<file path="config.mk">
export PLATFORM = sky130hd
export DESIGN_NAME = core_top
export DESIGN_NICKNAME = d
export VERILOG_FILES = /design/src/core_cmd_pkg.sv /design/src/rv_isa_pkg.sv /design/src/core_exu.sv /design/src/core_idu.sv /design/src/core_ifu.sv /design/src/core_regfile.sv /design/src/core_top.sv
export SDC_FILE = /design/constraint.sdc
export NUM_CORES = 2
export LEC_CHECK = 0
export ABC_AREA = 1
export BUFFER_PORTS_ARGS = -buffer_cell sky130_fd_sc_hd__buf_2
export CAP_MARGIN = 20
export CORE_AREA = 2 2 418 420
export DETAILED_ROUTE_END_ITERATION = 6
export DIE_AREA = 0 0 420 422
export HOLD_SLACK_MARGIN = 0.05
export SYNTH_ARGS = -nofsm -noshare
export SYNTH_HDL_FRONTEND = slang
export SYNTH_SLANG_ARGS = --single-unit
</file>
<file path="constraint.sdc">
create_clock -name clk -period 13.27 [get_ports clk]
set_input_delay 0.6635 -clock clk [delete_from_list [all_inputs] [get_ports clk]]
set_output_delay 0.6635 -clock clk [all_outputs]
set_load 0.01 [all_outputs]
</file>
<file path="src/core_cmd_pkg.sv">
package core_cmd_pkg;

    localparam int XLEN       = 32;
    localparam int REG_ADDR_W = 5;

    // First fetch address after reset.
    localparam logic [XLEN-1:0] RESET_PC = 32'h8000_0000;

    // Commands from decode to execute.
    typedef enum logic [3:0] {
        CMD_NOP  = 4'd0,
        CMD_ADD  = 4'd1,
        CMD_EQU  = 4'd2,   // result is src1
        CMD_HALT = 4'd3
    } exu_cmd_e;

endpackage

</file>
<file path="src/rv_isa_pkg.sv">
package rv_isa_pkg;

    // ~~~~~~~~~~~~~~~~~~~~~~~~~~~~~~~~~~~~~~~~~~~~~~~~~
    // Instruction word layout
    // ~~~~~~~~~~~~~~~~~~~~~~~~~~~~~~~~~~~~~~~~~~~~~~~~~

    localparam int INST_W = 32;

    // funct3 of addi within OP-IMM.
    localparam logic [2:0] FUNCT3_ADDI = 3'b000;

    // ~~~~~~~~~~~~~~~~~~~~~~~~~~~~~~~~~~~~~~~~~~~~~~~~~
    // Major opcodes, inst[6:0]
    // ~~~~~~~~~~~~~~~~~~~~~~~~~~~~~~~~~~~~~~~~~~~~~~~~~

    typedef enum logic [6:0] {
        OP_IMM = 7'b00100_11,
        LUI    = 7'b01101_11,
        AUIPC  = 7'b00101_11,
        SYSTEM = 7'b11100_11
    } rv_opcode_e;

    // ~~~~~~~~~~~~~~~~~~~~~~~~~~~~~~~~~~~~~~~~~~~~~~~~~
    // Immediate formats
    // ~~~~~~~~~~~~~~~~~~~~~~~~~~~~~~~~~~~~~~~~~~~~~~~~~

    // Only the formats this decoder builds.
    typedef enum logic [1:0] {
        IMM_N = 2'd0,
        IMM_I = 2'd1,
        IMM_U = 2'd2
    } imm_fmt_e;

endpackage

</file>
<file path="src/core_exu.sv">
`timescale 1ns/10ps

module core_exu (
    input  logic [core_cmd_pkg::XLEN-1:0]       src1,
    input  logic [core_cmd_pkg::XLEN-1:0]       src2,
    input  logic [core_cmd_pkg::REG_ADDR_W-1:0] rd,
    input  core_cmd_pkg::exu_cmd_e              cmd,
    output logic                                wb_en,
    output logic [core_cmd_pkg::REG_ADDR_W-1:0] wb_addr,
    output logic [core_cmd_pkg::XLEN-1:0]       wb_data,
    output logic                                halt_req
);

    logic writes_rd;

    always_comb begin
        writes_rd = 1'b0;
        wb_data   = '0;
        halt_req  = 1'b0;

        case (cmd)
            core_cmd_pkg::CMD_ADD: begin
                writes_rd = 1'b1;
                wb_data   = src1 + src2;
            end
            core_cmd_pkg::CMD_EQU: begin
                writes_rd = 1'b1;
                wb_data   = src1;
            end
            core_cmd_pkg::CMD_HALT: begin
                halt_req = 1'b1;
            end
            default: begin
            end
        endcase
    end

    // No write-back to x0.
    assign wb_en   = writes_rd && (rd != '0);
    assign wb_addr = rd;

endmodule

</file>
<file path="src/core_idu.sv">
`timescale 1ns/10ps

module core_idu (
    input  logic [rv_isa_pkg::INST_W-1:0]       inst,
    input  logic [core_cmd_pkg::XLEN-1:0]       pc,
    input  logic [core_cmd_pkg::XLEN-1:0]       rdata1,
    input  logic [core_cmd_pkg::XLEN-1:0]       rdata2,
    input  logic                                halted,
    output logic [core_cmd_pkg::REG_ADDR_W-1:0] raddr1,
    output logic [core_cmd_pkg::REG_ADDR_W-1:0] raddr2,
    output logic [core_cmd_pkg::REG_ADDR_W-1:0] rd,
    output logic [core_cmd_pkg::XLEN-1:0]       src1,
    output logic [core_cmd_pkg::XLEN-1:0]       src2,
    output core_cmd_pkg::exu_cmd_e              cmd
);

    rv_isa_pkg::rv_opcode_e        opcode;
    rv_isa_pkg::imm_fmt_e          imm_fmt;
    core_cmd_pkg::exu_cmd_e        dec_cmd;
    logic [2:0]                    funct3;
    logic [core_cmd_pkg::XLEN-1:0] imm;
    logic                          reg1_ren;
    logic                          rd_wen;

    // ~~~~~~~~~~~~~~~~~~~~~~~~~~~~~~~~~~~~~~~~~~~~~~~~~
    // Instruction fields
    // ~~~~~~~~~~~~~~~~~~~~~~~~~~~~~~~~~~~~~~~~~~~~~~~~~

    assign opcode = rv_isa_pkg::rv_opcode_e'(inst[6:0]);
    assign funct3 = inst[14:12];

    // Unused register fields are forced to x0.
    assign raddr1 = reg1_ren ? inst[19:15] : '0;
    assign rd     = rd_wen   ? inst[11:7]  : '0;

    // No supported instruction reads rs2.
    assign raddr2 = '0;

    // ~~~~~~~~~~~~~~~~~~~~~~~~~~~~~~~~~~~~~~~~~~~~~~~~~
    // Immediate
    // ~~~~~~~~~~~~~~~~~~~~~~~~~~~~~~~~~~~~~~~~~~~~~~~~~

    always_comb begin
        case (imm_fmt)
            rv_isa_pkg::IMM_I: imm = {{20{inst[31]}}, inst[31:20]};
            rv_isa_pkg::IMM_U: imm = {inst[31:12], 12'b0};
            default:           imm = '0;
        endcase
    end

    // ~~~~~~~~~~~~~~~~~~~~~~~~~~~~~~~~~~~~~~~~~~~~~~~~~
    // Operand and command select
    // ~~~~~~~~~~~~~~~~~~~~~~~~~~~~~~~~~~~~~~~~~~~~~~~~~

    always_comb begin
        // Defaults give a no-op that writes nothing.
        imm_fmt  = rv_isa_pkg::IMM_N;
        dec_cmd  = core_cmd_pkg::CMD_NOP;
        src1     = '0;
        src2     = rdata2;   // raddr2 stays x0 here, so this is zero.
        reg1_ren = 1'b0;
        rd_wen   = 1'b0;

        case (opcode)
            rv_isa_pkg::OP_IMM: begin
                if (funct3 == rv_isa_pkg::FUNCT3_ADDI) begin
                    imm_fmt  = rv_isa_pkg::IMM_I;
                    dec_cmd  = core_cmd_pkg::CMD_ADD;
                    src1     = imm;
                    src2     = rdata1;
                    reg1_ren = 1'b1;
                    rd_wen   = 1'b1;
                end
            end
            rv_isa_pkg::LUI: begin
                imm_fmt = rv_isa_pkg::IMM_U;
                dec_cmd = core_cmd_pkg::CMD_EQU;
                src1    = imm;
                src2    = '0;
                rd_wen  = 1'b1;
            end
            rv_isa_pkg::AUIPC: begin
                imm_fmt = rv_isa_pkg::IMM_U;
                dec_cmd = core_cmd_pkg::CMD_ADD;
                src1    = pc;
                src2    = imm;
                rd_wen  = 1'b1;
            end
            rv_isa_pkg::SYSTEM: begin
                // ebreak.
                dec_cmd = core_cmd_pkg::CMD_HALT;
            end
            default: begin
            end
        endcase
    end

    // A halted core issues nothing more.
    assign cmd = halted ? core_cmd_pkg::CMD_NOP : dec_cmd;

endmodule

</file>
<file path="src/core_ifu.sv">
`timescale 1ns/10ps

module core_ifu (
    input  logic                          clk,
    input  logic                          arst_n,
    input  logic                          halt_req,
    output logic                          halted,
    output logic [core_cmd_pkg::XLEN-1:0] pc
);

    logic                          stop;
    logic [core_cmd_pkg::XLEN-1:0] pc_next;

    // Once halted the core stays halted until reset.
    assign stop    = halted | halt_req;
    assign pc_next = pc + core_cmd_pkg::XLEN'(4);

    always_ff @(posedge clk or negedge arst_n) begin
        if (!arst_n) begin
            halted <= 1'b0;
        end else if (halt_req) begin
            halted <= 1'b1;
        end
    end

    always_ff @(posedge clk or negedge arst_n) begin
        if (!arst_n) begin
            pc <= core_cmd_pkg::RESET_PC;
        end else if (!stop) begin
            pc <= pc_next;
        end
    end

endmodule

</file>
<file path="src/core_regfile.sv">
`timescale 1ns/10ps

module core_regfile (
    input  logic                                clk,
    input  logic                                arst_n,
    input  logic [core_cmd_pkg::REG_ADDR_W-1:0] raddr1,
    input  logic [core_cmd_pkg::REG_ADDR_W-1:0] raddr2,
    output logic [core_cmd_pkg::XLEN-1:0]       rdata1,
    output logic [core_cmd_pkg::XLEN-1:0]       rdata2,
    input  logic                                we,
    input  logic [core_cmd_pkg::REG_ADDR_W-1:0] waddr,
    input  logic [core_cmd_pkg::XLEN-1:0]       wdata
);

    localparam int NUM_REGS = 1 << core_cmd_pkg::REG_ADDR_W;

    logic [core_cmd_pkg::XLEN-1:0] regs [NUM_REGS];

    // ~~~~~~~~~~~~~~~~~~~~~~~~~~~~~~~~~~~~~~~~~~~~~~~~~
    // Write port
    // ~~~~~~~~~~~~~~~~~~~~~~~~~~~~~~~~~~~~~~~~~~~~~~~~~

    always_ff @(posedge clk or negedge arst_n) begin
        if (!arst_n) begin
            for (int i = 0; i < NUM_REGS; i++) begin
                regs[i] <= '0;
            end
        end else if (we && (waddr != '0)) begin
            regs[waddr] <= wdata;
        end
    end

    // ~~~~~~~~~~~~~~~~~~~~~~~~~~~~~~~~~~~~~~~~~~~~~~~~~
    // Read ports
    // ~~~~~~~~~~~~~~~~~~~~~~~~~~~~~~~~~~~~~~~~~~~~~~~~~

    // x0 is hardwired to zero.
    assign rdata1 = (raddr1 == '0) ? '0 : regs[raddr1];
    assign rdata2 = (raddr2 == '0) ? '0 : regs[raddr2];

endmodule

</file>
<file path="src/core_top.sv">
`timescale 1ns/10ps

module core_top (
    input  logic                                clk,
    input  logic                                arst_n,
    input  logic [rv_isa_pkg::INST_W-1:0]       inst,
    output logic [core_cmd_pkg::XLEN-1:0]       pc,
    output logic                                wb_en,
    output logic [core_cmd_pkg::REG_ADDR_W-1:0] wb_addr,
    output logic [core_cmd_pkg::XLEN-1:0]       wb_data,
    output logic                                halted
);

    logic [core_cmd_pkg::REG_ADDR_W-1:0] raddr1;
    logic [core_cmd_pkg::REG_ADDR_W-1:0] raddr2;
    logic [core_cmd_pkg::REG_ADDR_W-1:0] rd;
    logic [core_cmd_pkg::XLEN-1:0]       rdata1;
    logic [core_cmd_pkg::XLEN-1:0]       rdata2;
    logic [core_cmd_pkg::XLEN-1:0]       src1;
    logic [core_cmd_pkg::XLEN-1:0]       src2;
    core_cmd_pkg::exu_cmd_e              cmd;
    logic                                halt_req;

    core_ifu ifu0 (
        .clk      (clk),
        .arst_n   (arst_n),
        .halt_req (halt_req),
        .halted   (halted),
        .pc       (pc)
    );

    core_idu idu0 (
        .inst   (inst),
        .pc     (pc),
        .rdata1 (rdata1),
        .rdata2 (rdata2),
        .halted (halted),
        .raddr1 (raddr1),
        .raddr2 (raddr2),
        .rd     (rd),
        .src1   (src1),
        .src2   (src2),
        .cmd    (cmd)
    );

    core_regfile regfile0 (
        .clk    (clk),
        .arst_n (arst_n),
        .raddr1 (raddr1),
        .raddr2 (raddr2),
        .rdata1 (rdata1),
        .rdata2 (rdata2),
        .we     (wb_en),
        .waddr  (wb_addr),
        .wdata  (wb_data)
    );

    core_exu exu0 (
        .src1     (src1),
        .src2     (src2),
        .rd       (rd),
        .cmd      (cmd),
        .wb_en    (wb_en),
        .wb_addr  (wb_addr),
        .wb_data  (wb_data),
        .halt_req (halt_req)
    );

endmodule

</file>
=== Yosys cells after proc, flatten, opt, wreduce, memory -nomap -nowiden ===
Index checks and enable logic that the tools add are counted.

* $add $sub $neg: 2
* Magnitude comparators: 3
* Equality and inequality tests: 9
* Muxes and demuxes: 25
* Bitwise gates (word level): 3
* Reductions and logical operators: 8

{| class="wikitable"
|+ Operators by type and width
! kind !! count
|-
| bitwise mux 1024 bit || 1
|-
| 2-to-1 mux 32 bit || 6
|-
| one-hot mux 32 bit (2 select lines) || 3
|-
| binary-select mux 32 bit (select 5 bit) || 1
|-
| demux 32 bit (select 5 bit) || 1
|-
| one-hot mux 32 bit (3 select lines) || 1
|-
| adder 32 x 3 -> 32 bit, second input constant || 1
|-
| adder 32 bit || 1
|-
| one-hot mux 4 bit (4 select lines) || 1
|-
| == test 7 x 5 -> 1 bit, second input constant || 2
|-
| >= comparator 6 bit, second input constant || 2
|-
| inverter 5 -> 6 bit || 2
|-
| 2-to-1 mux 5 bit || 2
|-
| == test 4 x 2 -> 1 bit, second input constant || 2
|-
| == test 7 x 6 -> 1 bit, second input constant || 1
|-
| == test 7 bit, second input constant || 1
|-
| less-than comparator 6 x 1 -> 1 bit, second input constant || 1
|-
| 2-to-1 mux 1 bit || 6
|-
| zero test 5 bit || 1
|-
| nonzero test 5 bit || 1
|-
| == test 4 x 1 -> 1 bit, second input constant || 1
|-
| 2-to-1 mux 4 bit || 1
|-
| one-hot mux 2 bit (2 select lines) || 1
|-
| OR reduction 2 bit || 2
|-
| 6 further kinds || 8
|}

* Bits in registers: 1057
* Bits of input ports: 34
* Output and inout port bits: 71
* Word-level logic and storage cells: 84

=== Logic depth before layout (Yosys ltp) ===
* Word-level depth: 14
* Depth in mapped cells: 37

=== Cells and area by module ===
From an unflattened synthesis, not the netlist that was laid out.

* Cells, all modules: 9700
* Area total of the unflattened synthesis: 63906.3 µm²

{| class="wikitable"
|+ By module, submodules not included
! module !! times used !! cells an instance !! area each (µm²)
|-
| core_regfile || 1 || 8327 || 57004.7
|-
| core_exu || 1 || 605 || 2806.4
|-
| core_idu || 1 || 552 || 2377.3
|-
| core_ifu || 1 || 216 || 1717.9
|}

=== Worst setup path before layout ===
Ideal clock, no wire load.

* Path type: input -> output
* Start point: input port inst[3] (netlist bit)
* End point: output port wb_data[14] (netlist bit)
* Arrival: 4.870 ns
* Data required time: 12.606 ns
* Setup slack: 7.737 ns
* Stages: 31
* Path through: nor2_1 nand2_2 nor2_4 buf_6 nand3_4 buf_4 buf_6 buf_4 clkbuf_1 a221o_1 nand3_1 nand3_1 a22oi_1 o22ai_1 ha_1 fa_1 nand2_1 nand2_1 nand2_1 nand2_1 a21oi_1 inv_1 nand2_1 nand2_1 a21oi_1 inv_1 or2_0 a32o_1 nand2_1 buf_1 inv_1

* Cells in the longest elaborated chain, start to end: 12

{| class="wikitable"
|+ RTL lines
! what !! line !! RTL
|-
| start, declared || core_top.sv:6 || <nowiki>input logic [rv_isa_pkg::INST_W-1:0] inst,</nowiki>
|-
| == test 7 x 5 -> 1 bit || core_idu.sv:64 || <nowiki>case (opcode)</nowiki>
|-
| 2-to-1 mux 1 bit || core_idu.sv:64 ||
|-
| 2-to-1 mux 5 bit || core_idu.sv:33 || <nowiki>assign raddr1 = reg1_ren ? inst[19:15] : '0;</nowiki>
|-
| inverter 5 -> 6 bit (not written as such) || core_regfile.sv:38 || <nowiki>assign rdata1 = (raddr1 == '0) ? '0 : regs[raddr1];</nowiki>
|-
| binary-select mux 32 bit (select 5 bit) || core_regfile.sv:38 ||
|-
| 2-to-1 mux 32 bit (not written as such) (2 in a row) || core_regfile.sv:38 ||
|-
| 2-to-1 mux 32 bit || core_regfile.sv:38 ||
|-
| 2-to-1 mux 32 bit || core_idu.sv:66 || <nowiki>if (funct3 == rv_isa_pkg::FUNCT3_ADDI) begin</nowiki>
|-
| one-hot mux 32 bit (2 select lines) || core_idu.sv:64 ||
|-
| adder 32 bit || core_exu.sv:24 || <nowiki>wb_data = src1 + src2;</nowiki>
|-
| one-hot mux 32 bit (2 select lines) * || core_exu.sv:21 || <nowiki>case (cmd)</nowiki>
|-
| end, declared || core_top.sv:10 || <nowiki>output logic [core_cmd_pkg::XLEN-1:0] wb_data,</nowiki>
|}

Mark *: on every way between the ends. The rest lies on a longest branch, timed or not. The select of a mux whose other input is x is not followed.

=== Worst setup path in the final report ===
* Start point: input port inst[3] (netlist bit)
* End point: output port wb_data[19] (netlist bit)

The elaborated chain is that of the path after synthesis.

==> impl_metrics.py <==
metrics = {
    "route": {
        "vias_per_cell": 5.391,
        "drt_iter0_markers": 6034,
        "drtAntennaViolNets": 0,
        "vias": 47003,
        "wirelength_microns": 200600,
        "drtPass1Iterations": 6,
        "routedWlPerCell_microns": 23.01,
        "drc": 0,
    },
    "place": {
        "placed_area_sq_um": 53960,
        "gp_congestion": 0.9788,
        "io_buffers": 102,
        "dp_cells": 8501,
        "dp_hpwl_microns": 123100,
        "place_ws_ns": 5.068,
    },
    "yosys": {
        "ys_types": 64,
        "synthFlopType": "dfrtp_1",
        "syn_area_sq_um": 51620,
        "synth.largest_area_cell": "dfrtp_1",
        "syn_inst": 6476,
        "synth_async_sr_flop_share_pct": 100.0,
        "netlist.area_leader.share_pct": 51.09,
        "avgSynthCellArea_sq_um": 7.971,
        "ys_ff_latch": 1055,
        "synth_edf_count": 0,
        "synth_warnings": 0,
        "synth_area_leaders": "dfrtp_1 51%, nand2_1 16%, o21ai_0 6.3%, nand3_1 4.1%, a21oi_1 2.8%",
        "seq_area_frac_synth_pct": 51.14,
    },
    "worst_hold_path": {
        "hold_class": "flop to flop",
    },
    "power": {
        "clkPwrFrac_pct": 48.3,
        "ir_drop_mv": 0.1091,
        "power_density_nw_per_um2": 115.8,
        "p_seq_share_pct": 48.6,
        "switching_power_mw": 1.593,
        "switching_share_pct": 23.80,
        "pwr-share-comb_pct": 3.2,
        "internal_power_mw": 5.101,
        "leakage_nw": 26.14,
    },
    "finish": {
        "layout_commonest_cell": "nand2_1",
        "seq_area_sq_um": 26400,
        "drive_gt1_share_pct": 8.668,
        "multi_input_area_sq_um": 21730,
        "stdcell_area_sq_um": 57800,
        "nFillCells": 18090,
        "area_growth_pct": 11.96,
        "final_cells": 8718,
        "most-common-layout-cells": "2269 x nand2_1, 1054 x dfrtp_1, 645 x o21ai_0",
        "fin_nets": 6367,
    },
    "timing": {
        "timing.hold.ws_ns": 0.3746,
        "slew_headroom_pct": 20.74,
        "maxSlewViolCount": 0,
        "period_share_pct": 64.41,
        "fin_setup_tns_ns": 0,
        "finClkSkew_ns": 0.07453,
        "setup_viol": 0,
        "rsz0062_at_grt": "no",
        "hold_viol": 0,
        "period_minus_slack_ns": 8.547,
        "fmax_mhz": 117.0,
        "setup_ws_ns": 4.723,
        "worstMarginPinSlew_ns": 1.182,
    },
    "setup_path": {
        "worstPathCellList": "buf_2 -> nor2_1 -> nand2_2 -> nor2_4 -> nand3_4 -> inv_4 -> buf_4 -> nand2_1 -> a21oi_1 -> a311oi_1 -> a211oi_1 -> o21ai_0 -> o2bb2ai_1 -> ha_1 -> a21o_1 -> a31oi_1 -> o21ai_0 -> a21oi_1 -> inv_1 -> a21oi_1 -> or2_2 -> nand3_1 -> a21oi_4 -> buf_2",
        "cp-start-kind": "input port",
        "cp.required_ns": 12.61,
        "cp_common_cell": "a21oi_1",
        "crit_arrival_ns": 7.88,
        "crit_type": "input port to output port",
        "slowest_delay_ns": 0.88,
        "crit_path_end_kind": "output port",
        "path_buf_inv": 5,
        "crit_path_max_fanout": 49,
        "crit_family": "compound AO/OA/AOI/OAI gates",
        "rrSetupSlack_ns": 8.13,
        "critPathSlowestCell": "a21oi_4",
    },
    "floorplanning": {
        "die_w_microns": 420,
        "die-area_sq_um": 177200,
        "die_height_microns": 422,
        "core_area_sq_um": 172900,
        "start_util_pct": 29.86,
        "rows": 153,
        "ioPinCount": 105,
    },
    "cts": {
        "tritoncts": "built",
        "clkSlewWorstSetupHoldPaths_ns": 0.06,
        "post_cts_resized": 0,
        "root_buffer": "clkbuf_16",
        "htree_levels": 3,
        "cts-buffers-inserted": 114,
        "cts.sinks": 1055,
        "cts_hold_buf": 1,
        "clock_tree.buffer_depth": 3,
        "cts_setup_buffers": 0,
        "clk_latency_ns": 0.79,
    },
    "global_route": {
        "gr-total-overflow": 0,
        "grt_use_total_pct": 22.23,
        "grt_max_degree": 177,
        "grt_pass1_vias": 44073,
        "antenna_found_initial": 9,
        "grt_pass1_wl_microns": 297700,
    },
    "outcome": {
        "status": "completed",
    },
    "run": {
        "max_cap_viol_count": 0,
    },
}
[area by class of cell]
class | instances | share of cell area (%)
clock buffers | 183 | 5.938
inverters | 362 | 2.381
multi-input cells | 4539 | 37.59
flip-flops and latches | 1055 | 45.68
diodes | 2 | 0.008659
clock inverters | 29 | 0.5888
well taps | 2325 | 5.033
repair buffers | 223 | 2.777
[cell families (layout without fill, tap and decap cells)]
| logic type | count (synthesis) | in the layout | synth area share (%) |
|---|---|---|---|
| other | 1 | 4 | 0.007264 |
| adder cells (fa/ha/maj) | 38 | 38 | 0.9356 |
| XOR/XNOR | 28 | 28 | 0.4751 |
| multiplexers | 5 | 5 | 0.1091 |
| flip-flops | 1055 | 1055 | 51.14 |
| AND/OR/NAND/NOR | 2995 | 2995 | 23.92 |
| buffers and inverters | 883 | 797 | 6.995 |
| AO/OA/AOI/OAI | 1471 | 1471 | 16.41 |
[per-stage QoR]
step | power [mW] | util (%)
floorplan | 3.371 | -
global placement | 3.520 | 31.19
detailed placement | 3.522 | 31.22
CTS | 6.730 | 33.40
global route | 6.879 | 33.43
finish | 6.694 | 33.43
[state kept, by name (all words and copies together) (netlist names)]
| name | cells |
|---|---|
| ifu0.pc | 30 |
| ifu0.halted | 1 |
| regfile0.regs | 1024 |
[power by group through the flow]
| stage | combinational, mW | clock [mW] | sequential, mW |
|---|---|---|---|
| after floorplan | 0.0602 | 0 | 3.31 |
| after global placement | 0.209 | 0 | 3.31 |
| after detailed placement | 0.211 | 0 | 3.31 |
| after CTS | 0.212 | 3.27 | 3.25 |
| after global routing | 0.232 | 3.40 | 3.25 |
| final | 0.211 | 3.23 | 3.25 |
[synth_stat cells, drive strengths merged (2+ instances only)]
master,number
a22oi,16
a311oi,14
a22o,2
o211ai,54
o22ai,45
nand2,2275
a211oi,24
dfrtp,1054
a32o,57
o31ai,5
mux2,5
inv,355
nor4,6
nand4,13
clkinv,7
o221ai,13
a21oi,288
o2bb2ai,4
buf,215
a221oi,54
nor2,194
xor2,27
or2,4
a31o,6
o21bai,2
a21boi,2
ha,37
o311ai,2
a21o,4
nand3,427
clkbuf,306
a31oi,21
o21ai,834
nor3,70
a221o,23
nand3b,4
[worst paths after layout]
check | start | end | cells past startpoint
worst max-delay path | inst[3] | wb_data[19] | 24
worst min-delay path | regfile0.regs[1017] | regfile0.regs[1017] | 0
worst max register to register | regfile0.regs[616] | regfile0.regs[694] | 22
worst min register to register | regfile0.regs[1017] | regfile0.regs[1017] | 0
max in group asynchronous | arst_n | regfile0.regs[388] | 4
min in group asynchronous | arst_n | regfile0.regs[713] | 2
[metal layers]
layer / up-vias / track usage, % / wire length, microns
li1: 21013 / - / -
met1: 23186 / 30.39 / 84390
met2: 2325 / 33.41 / 87700
met3: 465 / 4.983 / 18510
met4: 14 / 10.00 / 9869
met5: - / 0 / 119
Note: power is estimated with default switching activity, not from simulation.
